## src/verilog/axi_pkg.sv

```systemverilog
/*
 * AXI4 master definitions for the L1 bridge
 * Channel field widths, AxCACHE attribute codes and the response error bit
 */

`default_nettype none

package axi_pkg;

    // Field widths
    localparam int AXI_CACHE_BITS = 4;
    localparam int AXI_PROT_BITS  = 3;
    localparam int AXI_SIZE_BITS  = 3;
    localparam int AXI_RESP_BITS  = 2;

    // Set for SLVERR and DECERR
    localparam int AXI_RESP_ERR_BIT = 1;

    // Read attributes
    localparam logic [AXI_CACHE_BITS-1:0] ARCACHE_WRBACK_READ_ALLOCATE  = 4'b1111;
    localparam logic [AXI_CACHE_BITS-1:0] ARCACHE_DEVICE_NON_BUFFERABLE = 4'b0000;

    // Write attributes
    localparam logic [AXI_CACHE_BITS-1:0] AWCACHE_WRBACK_WRITE_ALLOCATE = 4'b1111;
    localparam logic [AXI_CACHE_BITS-1:0] AWCACHE_DEVICE_NON_BUFFERABLE = 4'b0000;

endpackage

`default_nettype wire

```

## src/verilog/l1_mem_pkg.sv

```systemverilog
/*
 * L1 cache memory port definitions
 * Request type bit positions, path encoding and the AxPROT bit
 * derived from the path
 */

`default_nettype none

package l1_mem_pkg;

    // Request type vector
    localparam int REQ_TYPE_BITS   = 2;
    localparam int REQ_TYPE_WRITE  = 0;   // 1 = store / line write
    localparam int REQ_TYPE_CACHED = 1;   // 0 = device access

    // Requesting path
    localparam logic PATH_DATA  = 1'b0;
    localparam logic PATH_INSTR = 1'b1;

    // AxPROT[2] marks an instruction fetch
    // Bits 0 and 1 stay zero (unprivileged, secure)
    localparam int PROT_INSTR_BIT = 2;

endpackage

`default_nettype wire

```

## src/verilog/axi_issue.sv

```systemverilog
/*
 * AXI address and write-data sequencer
 * Owns the transaction in flight. Drives AR for reads, or AW and W for
 * writes with independent acceptance, then waits for the response
 */

`timescale 1ns/10ps
`default_nettype none

module axi_issue
    import axi_pkg::*;
#(
    parameter int ADDR_BITS = 48,
    parameter int LINE_BITS = 256
) (
    input  wire                        i_clk,
    input  wire                        i_nrst,
    input  wire                        i_cmd_valid,
    input  wire                        i_cmd_write,
    input  wire                        i_cmd_path,
    input  wire [ADDR_BITS-1:0]        i_cmd_addr,
    input  wire [AXI_SIZE_BITS-1:0]    i_cmd_size,
    input  wire [AXI_CACHE_BITS-1:0]   i_cmd_cache,
    input  wire [AXI_PROT_BITS-1:0]    i_cmd_prot,
    input  wire [LINE_BITS-1:0]        i_cmd_wdata,
    input  wire [LINE_BITS/8-1:0]      i_cmd_wstrb,
    output logic                       o_cmd_take,
    output logic                       o_ar_valid,
    input  wire                        i_ar_ready,
    output logic [ADDR_BITS-1:0]       o_ar_addr,
    output logic [AXI_CACHE_BITS-1:0]  o_ar_cache,
    output logic [AXI_SIZE_BITS-1:0]   o_ar_size,
    output logic [AXI_PROT_BITS-1:0]   o_ar_prot,
    output logic                       o_aw_valid,
    input  wire                        i_aw_ready,
    output logic [ADDR_BITS-1:0]       o_aw_addr,
    output logic [AXI_CACHE_BITS-1:0]  o_aw_cache,
    output logic [AXI_SIZE_BITS-1:0]   o_aw_size,
    output logic [AXI_PROT_BITS-1:0]   o_aw_prot,
    output logic                       o_w_valid,
    input  wire                        i_w_ready,
    output logic [LINE_BITS-1:0]       o_w_data,
    output logic [LINE_BITS/8-1:0]     o_w_strb,
    output logic                       o_w_last,
    output logic                       o_issued_rd,
    output logic                       o_issued_wr,
    output logic                       o_issued_path,
    input  wire                        i_txn_done
);

    typedef enum logic [1:0] {
        ST_IDLE,
        ST_ADDR,        // AR, or AW and W together
        ST_WRITE,       // One of AW/W accepted, other still pending
        ST_WAIT         // Response outstanding
    } state_t;

    state_t                     state;
    state_t                     state_nxt;
    logic                       aw_done;
    logic                       w_done;
    logic                       aw_fire;
    logic                       w_fire;
    logic                       wr_phase;
    logic                       wr_r;
    logic                       path_r;
    logic [ADDR_BITS-1:0]       addr_r;
    logic [AXI_SIZE_BITS-1:0]   size_r;
    logic [AXI_CACHE_BITS-1:0]  cache_r;
    logic [AXI_PROT_BITS-1:0]   prot_r;

    assign o_cmd_take = (state == ST_IDLE) & i_cmd_valid;
    assign wr_phase   = wr_r & ((state == ST_ADDR) | (state == ST_WRITE));

    assign o_ar_valid = (state == ST_ADDR) & ~wr_r;
    assign o_aw_valid = wr_phase & ~aw_done;
    assign o_w_valid  = wr_phase & ~w_done;
    assign o_w_last   = o_w_valid;                          // Single beat per line
    assign aw_fire    = o_aw_valid & i_aw_ready;
    assign w_fire     = o_w_valid & i_w_ready;

    assign o_issued_rd   = o_ar_valid & i_ar_ready;
    assign o_issued_wr   = wr_phase & (aw_done | aw_fire) & (w_done | w_fire);
    assign o_issued_path = path_r;

    // Same attributes on both address channels
    assign o_ar_addr  = addr_r;
    assign o_ar_cache = cache_r;
    assign o_ar_size  = size_r;
    assign o_ar_prot  = prot_r;
    assign o_aw_addr  = addr_r;
    assign o_aw_cache = cache_r;
    assign o_aw_size  = size_r;
    assign o_aw_prot  = prot_r;

    always_comb begin
        state_nxt = state;
        case (state)
            ST_IDLE:  if (o_cmd_take) state_nxt = ST_ADDR;
            ST_ADDR: begin
                if (o_issued_rd | o_issued_wr) begin
                    state_nxt = ST_WAIT;
                end else if (aw_fire | w_fire) begin
                    state_nxt = ST_WRITE;
                end
            end
            ST_WRITE: if (o_issued_wr) state_nxt = ST_WAIT;
            ST_WAIT:  if (i_txn_done) state_nxt = ST_IDLE;
            default:  state_nxt = ST_IDLE;
        endcase
    end

    always_ff @(posedge i_clk or negedge i_nrst) begin
        if (!i_nrst) begin
            state   <= ST_IDLE;
            aw_done <= 1'b0;
            w_done  <= 1'b0;
        end else begin
            state <= state_nxt;
            if (o_cmd_take) begin
                aw_done <= 1'b0;
                w_done  <= 1'b0;
            end else begin
                aw_done <= aw_done | aw_fire;
                w_done  <= w_done | w_fire;
            end
        end
    end

    // Command copy
    always_ff @(posedge i_clk) begin
        if (o_cmd_take) begin
            wr_r     <= i_cmd_write;
            path_r   <= i_cmd_path;
            addr_r   <= i_cmd_addr;
            size_r   <= i_cmd_size;
            cache_r  <= i_cmd_cache;
            prot_r   <= i_cmd_prot;
            o_w_data <= i_cmd_wdata;
            o_w_strb <= i_cmd_wstrb;
        end
    end

endmodule

`default_nettype wire

```

## src/verilog/axi_resp_collect.sv

```systemverilog
/*
 * AXI response collector
 * Waits on R or B for the issued transaction and turns the final beat
 * into one cache-side response with the load or store fault
 */

`timescale 1ns/10ps
`default_nettype none

module axi_resp_collect
    import axi_pkg::*;
    import l1_mem_pkg::*;
#(
    parameter int LINE_BITS = 256
) (
    input  wire                        i_clk,
    input  wire                        i_nrst,
    input  wire                        i_issued_rd,
    input  wire                        i_issued_wr,
    input  wire                        i_issued_path,
    input  wire                        i_r_valid,
    output logic                       o_r_ready,
    input  wire [LINE_BITS-1:0]        i_r_data,
    input  wire [AXI_RESP_BITS-1:0]    i_r_resp,
    input  wire                        i_r_last,
    input  wire                        i_b_valid,
    output logic                       o_b_ready,
    input  wire [AXI_RESP_BITS-1:0]    i_b_resp,
    output logic                       o_resp_valid,
    output logic                       o_resp_path,
    output logic [LINE_BITS-1:0]       o_resp_data,
    output logic                       o_resp_load_fault,
    output logic                       o_resp_store_fault,
    output logic                       o_txn_done
);

    logic exp_rd;
    logic exp_wr;
    logic r_end;
    logic b_end;

    assign o_r_ready = exp_rd;
    assign o_b_ready = exp_wr;

    assign r_end = exp_rd & i_r_valid & i_r_last;          // Last R beat closes a read
    assign b_end = exp_wr & i_b_valid;

    assign o_resp_valid       = r_end | b_end;
    assign o_resp_data        = i_r_data;
    assign o_resp_load_fault  = r_end & i_r_resp[AXI_RESP_ERR_BIT];
    assign o_resp_store_fault = b_end & i_b_resp[AXI_RESP_ERR_BIT];
    assign o_txn_done         = o_resp_valid;

    always_ff @(posedge i_clk or negedge i_nrst) begin
        if (!i_nrst) begin
            exp_rd      <= 1'b0;
            exp_wr      <= 1'b0;
            o_resp_path <= PATH_DATA;
        end else if (i_issued_rd | i_issued_wr) begin
            exp_rd      <= i_issued_rd;
            exp_wr      <= i_issued_wr;
            o_resp_path <= i_issued_path;
        end else if (o_txn_done) begin
            exp_rd <= 1'b0;
            exp_wr <= 1'b0;
        end
    end

endmodule

`default_nettype wire

```

## src/verilog/l1_axi_bridge.sv

```systemverilog
/*
 * L1 to AXI4 bridge
 * Takes one line request at a time from the cache memory port, runs it
 * as a single-beat AXI read or write and returns one response per request
 * One more request may wait in the decoder while the bus is busy
 */

`timescale 1ns/10ps
`default_nettype none

module l1_axi_bridge
    import axi_pkg::*;
    import l1_mem_pkg::*;
#(
    parameter int ADDR_BITS = 48,
    parameter int LINE_BITS = 256
) (
    input  wire                        i_clk,
    input  wire                        i_nrst,
    // Cache request
    input  wire                        i_req_valid,
    output logic                       o_req_ready,
    input  wire                        i_req_path,
    input  wire [REQ_TYPE_BITS-1:0]    i_req_type,
    input  wire [AXI_SIZE_BITS-1:0]    i_req_size,
    input  wire [ADDR_BITS-1:0]        i_req_addr,
    input  wire [LINE_BITS/8-1:0]      i_req_strob,
    input  wire [LINE_BITS-1:0]        i_req_data,
    // Cache response
    output logic                       o_resp_valid,
    output logic                       o_resp_path,
    output logic [LINE_BITS-1:0]       o_resp_data,
    output logic                       o_resp_load_fault,
    output logic                       o_resp_store_fault,
    // AR channel
    output logic                       o_ar_valid,
    input  wire                        i_ar_ready,
    output logic [ADDR_BITS-1:0]       o_ar_addr,
    output logic [AXI_CACHE_BITS-1:0]  o_ar_cache,
    output logic [AXI_SIZE_BITS-1:0]   o_ar_size,
    output logic [AXI_PROT_BITS-1:0]   o_ar_prot,
    // R channel
    input  wire                        i_r_valid,
    output logic                       o_r_ready,
    input  wire [LINE_BITS-1:0]        i_r_data,
    input  wire [AXI_RESP_BITS-1:0]    i_r_resp,
    input  wire                        i_r_last,
    // AW channel
    output logic                       o_aw_valid,
    input  wire                        i_aw_ready,
    output logic [ADDR_BITS-1:0]       o_aw_addr,
    output logic [AXI_CACHE_BITS-1:0]  o_aw_cache,
    output logic [AXI_SIZE_BITS-1:0]   o_aw_size,
    output logic [AXI_PROT_BITS-1:0]   o_aw_prot,
    // W channel
    output logic                       o_w_valid,
    input  wire                        i_w_ready,
    output logic [LINE_BITS-1:0]       o_w_data,
    output logic [LINE_BITS/8-1:0]     o_w_strb,
    output logic                       o_w_last,
    // B channel
    input  wire                        i_b_valid,
    output logic                       o_b_ready,
    input  wire [AXI_RESP_BITS-1:0]    i_b_resp
);

    localparam int STRB_BITS = LINE_BITS / 8;

    // Decoder to issuer
    logic                       cmd_valid;
    logic                       cmd_take;
    logic                       cmd_write;
    logic                       cmd_path;
    logic [ADDR_BITS-1:0]       cmd_addr;
    logic [AXI_SIZE_BITS-1:0]   cmd_size;
    logic [AXI_CACHE_BITS-1:0]  cmd_cache;
    logic [AXI_PROT_BITS-1:0]   cmd_prot;
    logic [LINE_BITS-1:0]       cmd_wdata;
    logic [STRB_BITS-1:0]       cmd_wstrb;

    // Issuer to collector
    logic                       issued_rd;
    logic                       issued_wr;
    logic                       issued_path;
    logic                       txn_done;

    l1_req_decode #(
        .ADDR_BITS (ADDR_BITS),
        .LINE_BITS (LINE_BITS)
    ) u_decode (
        .i_clk       (i_clk),
        .i_nrst      (i_nrst),
        .i_req_valid (i_req_valid),
        .o_req_ready (o_req_ready),
        .i_req_path  (i_req_path),
        .i_req_type  (i_req_type),
        .i_req_size  (i_req_size),
        .i_req_addr  (i_req_addr),
        .i_req_strob (i_req_strob),
        .i_req_data  (i_req_data),
        .i_cmd_take  (cmd_take),
        .o_cmd_valid (cmd_valid),
        .o_cmd_write (cmd_write),
        .o_cmd_path  (cmd_path),
        .o_cmd_addr  (cmd_addr),
        .o_cmd_size  (cmd_size),
        .o_cmd_cache (cmd_cache),
        .o_cmd_prot  (cmd_prot),
        .o_cmd_wdata (cmd_wdata),
        .o_cmd_wstrb (cmd_wstrb)
    );

    axi_issue #(
        .ADDR_BITS (ADDR_BITS),
        .LINE_BITS (LINE_BITS)
    ) u_issue (
        .i_clk         (i_clk),
        .i_nrst        (i_nrst),
        .i_cmd_valid   (cmd_valid),
        .i_cmd_write   (cmd_write),
        .i_cmd_path    (cmd_path),
        .i_cmd_addr    (cmd_addr),
        .i_cmd_size    (cmd_size),
        .i_cmd_cache   (cmd_cache),
        .i_cmd_prot    (cmd_prot),
        .i_cmd_wdata   (cmd_wdata),
        .i_cmd_wstrb   (cmd_wstrb),
        .o_cmd_take    (cmd_take),
        .o_ar_valid    (o_ar_valid),
        .i_ar_ready    (i_ar_ready),
        .o_ar_addr     (o_ar_addr),
        .o_ar_cache    (o_ar_cache),
        .o_ar_size     (o_ar_size),
        .o_ar_prot     (o_ar_prot),
        .o_aw_valid    (o_aw_valid),
        .i_aw_ready    (i_aw_ready),
        .o_aw_addr     (o_aw_addr),
        .o_aw_cache    (o_aw_cache),
        .o_aw_size     (o_aw_size),
        .o_aw_prot     (o_aw_prot),
        .o_w_valid     (o_w_valid),
        .i_w_ready     (i_w_ready),
        .o_w_data      (o_w_data),
        .o_w_strb      (o_w_strb),
        .o_w_last      (o_w_last),
        .o_issued_rd   (issued_rd),
        .o_issued_wr   (issued_wr),
        .o_issued_path (issued_path),
        .i_txn_done    (txn_done)
    );

    axi_resp_collect #(
        .LINE_BITS (LINE_BITS)
    ) u_resp (
        .i_clk              (i_clk),
        .i_nrst             (i_nrst),
        .i_issued_rd        (issued_rd),
        .i_issued_wr        (issued_wr),
        .i_issued_path      (issued_path),
        .i_r_valid          (i_r_valid),
        .o_r_ready          (o_r_ready),
        .i_r_data           (i_r_data),
        .i_r_resp           (i_r_resp),
        .i_r_last           (i_r_last),
        .i_b_valid          (i_b_valid),
        .o_b_ready          (o_b_ready),
        .i_b_resp           (i_b_resp),
        .o_resp_valid       (o_resp_valid),
        .o_resp_path        (o_resp_path),
        .o_resp_data        (o_resp_data),
        .o_resp_load_fault  (o_resp_load_fault),
        .o_resp_store_fault (o_resp_store_fault),
        .o_txn_done         (txn_done)
    );

endmodule

`default_nettype wire

```

## src/verilog/l1_req_decode.sv

```systemverilog
/*
 * L1 request decoder
 * One-entry holding register for a cache line request. Classifies it as
 * read or write, cached or device, and derives AxCACHE and AxPROT
 */

`timescale 1ns/10ps
`default_nettype none

module l1_req_decode
    import axi_pkg::*;
    import l1_mem_pkg::*;
#(
    parameter int ADDR_BITS = 48,
    parameter int LINE_BITS = 256
) (
    input  wire                        i_clk,
    input  wire                        i_nrst,
    input  wire                        i_req_valid,
    output logic                       o_req_ready,
    input  wire                        i_req_path,
    input  wire [REQ_TYPE_BITS-1:0]    i_req_type,
    input  wire [AXI_SIZE_BITS-1:0]    i_req_size,
    input  wire [ADDR_BITS-1:0]        i_req_addr,
    input  wire [LINE_BITS/8-1:0]      i_req_strob,
    input  wire [LINE_BITS-1:0]        i_req_data,
    input  wire                        i_cmd_take,
    output logic                       o_cmd_valid,
    output logic                       o_cmd_write,
    output logic                       o_cmd_path,
    output logic [ADDR_BITS-1:0]       o_cmd_addr,
    output logic [AXI_SIZE_BITS-1:0]   o_cmd_size,
    output logic [AXI_CACHE_BITS-1:0]  o_cmd_cache,
    output logic [AXI_PROT_BITS-1:0]   o_cmd_prot,
    output logic [LINE_BITS-1:0]       o_cmd_wdata,
    output logic [LINE_BITS/8-1:0]     o_cmd_wstrb
);

    localparam int STRB_BITS = LINE_BITS / 8;

    logic                       req_fire;
    logic                       req_write;
    logic                       req_cached;
    logic [AXI_CACHE_BITS-1:0]  req_cache;
    logic [AXI_PROT_BITS-1:0]   req_prot;

    assign o_req_ready = ~o_cmd_valid;                      // Ready whenever the entry is empty
    assign req_fire    = i_req_valid & o_req_ready;
    assign req_write   = i_req_type[REQ_TYPE_WRITE];
    assign req_cached  = i_req_type[REQ_TYPE_CACHED];

    always_comb begin
        if (req_write) begin
            req_cache = req_cached ? AWCACHE_WRBACK_WRITE_ALLOCATE : AWCACHE_DEVICE_NON_BUFFERABLE;
        end else begin
            req_cache = req_cached ? ARCACHE_WRBACK_READ_ALLOCATE : ARCACHE_DEVICE_NON_BUFFERABLE;
        end
        req_prot = '0;
        req_prot[PROT_INSTR_BIT] = (i_req_path == PATH_INSTR);
    end

    // Entry occupancy, never set and cleared in the same cycle
    always_ff @(posedge i_clk or negedge i_nrst) begin
        if (!i_nrst) begin
            o_cmd_valid <= 1'b0;
        end else if (req_fire) begin
            o_cmd_valid <= 1'b1;
        end else if (i_cmd_take) begin
            o_cmd_valid <= 1'b0;
        end
    end

    always_ff @(posedge i_clk) begin
        if (req_fire) begin
            o_cmd_write <= req_write;
            o_cmd_path  <= i_req_path;
            o_cmd_addr  <= i_req_addr;
            o_cmd_size  <= i_req_size;
            o_cmd_cache <= req_cache;
            o_cmd_prot  <= req_prot;
            o_cmd_wdata <= req_write ? i_req_data : '0;      // Reads carry no data
            o_cmd_wstrb <= req_write ? i_req_strob : {STRB_BITS{1'b0}};
        end
    end

endmodule

`default_nettype wire
```

## config.mk

```make
export PLATFORM = sky130hd
export DESIGN_NAME = l1_axi_bridge
export DESIGN_NICKNAME = d
export VERILOG_FILES = /design/src/verilog/axi_pkg.sv /design/src/verilog/l1_mem_pkg.sv /design/src/verilog/axi_issue.sv /design/src/verilog/axi_resp_collect.sv /design/src/verilog/l1_axi_bridge.sv /design/src/verilog/l1_req_decode.sv
export SDC_FILE = /design/constraint.sdc
export NUM_CORES = 1
export LEC_CHECK = 0
export BUFFER_PORTS_ARGS = -buffer_cell sky130_fd_sc_hd__clkbuf_2
export CAP_MARGIN = 0
export CORE_AREA = 2 2 505 507
export DETAILED_ROUTE_END_ITERATION = 8
export DIE_AREA = 0 0 507 509
export PLACE_DENSITY = 0.3
export SYNTH_ARGS = -nofsm -noshare
export SYNTH_HDL_FRONTEND = slang
export SYNTH_SLANG_ARGS = --single-unit
```

## constraint.sdc

```tcl
create_clock -name i_clk -period 25.7 [get_ports i_clk]
set_clock_uncertainty 0.15 [all_clocks]
set_input_delay 2.57 -clock i_clk [delete_from_list [all_inputs] [get_ports i_clk]]
set_output_delay 2.57 -clock i_clk [all_outputs]
set_load 0.1 [all_outputs]
```

==> impl_results.md <==
- Number of synthesized flops with an enable pin: slightly below 700
- First-pass GRT wire length: between 100 and 150 mm
- Status: complete, no violations
- Largest net degree at the start of global routing: 89
- P per Cell Area: between 100 and 150 nW/µm²
- Mapped Area: ~25,000 µm²
- Setup bufs post-CTS: 0
- Max-cap viol count: 0
- Avg Cell Area, Syn: 18.4 µm²
- WHS: 0.247 ns
- Tot GR Track Use: 8.46%
- Fin worst setup slack: about 19 ns
- R2R Path End: u_issue.o_w_data[83]
- Worst R2R Start: u_issue.state[0]
- Die width: 507 µm
- Hold Vio Cnt, Final: 0
- Worst Hold Path EP: u_issue.o_ar_addr[20]
- Clock transition at the registers of the reported paths: ~0.06 ns
- Number of global-route vias before repair: between 10,000 and 15,000
- Port buffer count: approximately 760
- Post-synthesis xor/xnor area fraction: 0%
- Placed insts: 5,172
- Ys flop type: edfxtp_1
- Post-Route Utilization: a little over an eighth
- Critical path startpoint category: input pin
- Period minus WS final: 6.34 ns
- Critical Path RT: 22.98 ns
- Total grt overflow: 0
- Die area: 258,000 µm²
- R2r worst-path depth: 7
- Routed WL: ~110 mm
- Commonest non-fill, non-tap cell in the layout: clkbuf_2
- Flops & latches, synth: ~690
- Post-CTS sizing: 0
- GPL Wtd Cong: 0.784
- Cell Area, Placed: between 30,000 and 40,000 µm²
- Worst IR drop on VDD: ~0.047 mV
- Cells after synthesis: roughly 1,400
- Share of cells above drive strength 1: between 40% and 50%
- Post-Layout Inst Area: around 34,000 µm²
- Die height: about 510 µm
- Critical path data arrival time: 3.62 ns
- DRT antenna net count: 0
- Mux cell area share after synthesis: less than 1%
- Clk_lat worst skew: 0.72 ns
- Root Driver: clkbuf_16
- Slew Limit Fails: 0
- Pleak: 12.1 nW
- Number of buffers created by CTS: between 80 and 90
- Post-synthesis cell type count: 32
- Hold-fix buffers at CTS: 0
- Total power: 4.52 mW
- Number of vias per cell: approximately 2.5
- Layout Nets: 2,511
- Drc violations: 0
- IO Count: 1,282
- Adder-Cell Fraction of Synth Area: less than 1%
- Place WS: between 15 and 20 ns
- Initial antenna violation count: 6
- Ys Warns: 0
- Fmax: roughly 160 MHz
- Most frequent cells in the layout: 762 x clkbuf_2, 684 x edfxtp_1, 288 x and2_1
- Core area: around 250,000 µm²
- Fin cells: 5,336
- Slew headroom: approximately a third
- Via count: approximately 13,000
- Sequential element share of the synthesized area: between 80% and 90%
- TritonCTS clock tree: done
- Setup violators final: 0
- Clk sinks: 692
- Hold_sp: u_decode.o_cmd_addr[20]
- Tcrit/Tclk final: 24.7%
- Largest family of logic cells by synthesized area: buffers and inverters
- Drt first pass iters: 7
- Post-synthesis compound-gate area fraction: 0.375%
- Routed wire per std cell: approximately 21 µm
- H-tree depth: 3
- Max Buffers Root-to-Sink: 3
- Initial Utilization: 10.0%
- Hold Path Stages: 0
- Critical path type: input pin to primary output
- RSZ-0062 raised after global routing: no
- Reg-to-reg setup timing slack: 20.87 ns
- Share of flip-flops with an asynchronous set or reset: 1.16%
- Row Count: about 190
- Worst-Margin Slew: about 1 ns
- Setup_tns: 0 ns
- Worst Path Max Fanout: 3
- DPL Wire Length: a little over 90 mm
- Simple-Gate Fraction of Synth Area: approximately 7.5%
- Synth-to-Final Area Change: 33.3%
- Endpoint type of the worst setup path: primary output
- DR iter-0 viols: 900
- Worst hold path type: flop to flop
## cells by family (layout without fill, tap and decap cells)
logic type	Yosys count	in the layout
muxes	3	3
DFF	692	692
AOI/OAI and AO/OA	12	12
buffers and inverters	359	948
adders and majority gates	4	4
other	1	6
and+or+nand+nor	305	305
## metal layers
layer | vias to the layer above | track usage (%) | share of wire (%)
li1 | 5636 | - | -
met1 | 6355 | 7.83 | 32
met2 | 856 | 15.7 | 53
met3 | 254 | 3.64 | 9.9
met4 | 0 | 4.29 | 4.9
met5 | - | 0 | 0
## report_power, final
| part | switching (mW) | internal, mW |
|---|---|---|
| registers | 0.0877 | 1.59 |
| logic | 1.47 | 0.149 |
| clock network | 0.520 | 0.704 |
## how the worst max path moves through the flow
stage	start	end	slack, ns	cells after the start
finish	i_r_valid	o_resp_valid	19.36	4
detailed placement	i_r_last	o_resp_valid	19.37	4
global placement	i_r_valid	o_resp_valid	19.36	4
floorplan	i_req_valid	u_decode.o_cmd_valid	6.93	2
global route	i_r_valid	o_resp_valid	19.28	4
CTS	i_r_last	o_resp_valid	19.36	4
## state kept, by name, indices dropped and copies added (netlist names), 2 cells and up
name and count:
u_decode.o_cmd_addr 48, u_decode.o_cmd_size 3, u_decode.o_cmd_wdata 256, u_decode.o_cmd_wstrb 32
u_issue.o_ar_addr 48, u_issue.o_ar_size 3, u_issue.o_w_data 256, u_issue.o_w_strb 32
u_issue.state 2
## area by class of cell
class | instances | area (µm²)
clock buffer | 118 | 2340
sequential | 692 | 20700
tap | 3366 | 4210
antenna | 2 | 5.00
inverter | 7 | 26.3
fill | 28404 | 219000
multi-input combinational | 328 | 2100
timing repair buffer | 779 | 3950
clock inverter | 44 | 463
## synthesized netlist by cell type, types with 2 or more instances
library cell / number / area share, %
and2_1: 289 / 7.1
ha_1: 4 / 0.20
nor2_1: 4 / 0.059
edfxtp_1: 684 / 81
nand2_1: 4 / 0.059
clkbuf_1: 31 / 0.46
inv_1: 7 / 0.10
dfrtp_1: 8 / 0.79
buf_4: 321 / 9.5
o22ai_1: 2 / 0.049
## worst max-delay path, stage by stage
cell and delay (ns):
clkbuf_2 0.09, a32oi_1 0.38, inv_1 0.16, clkbuf_2 0.41
Note: power is estimated with default switching activity, not from simulation.
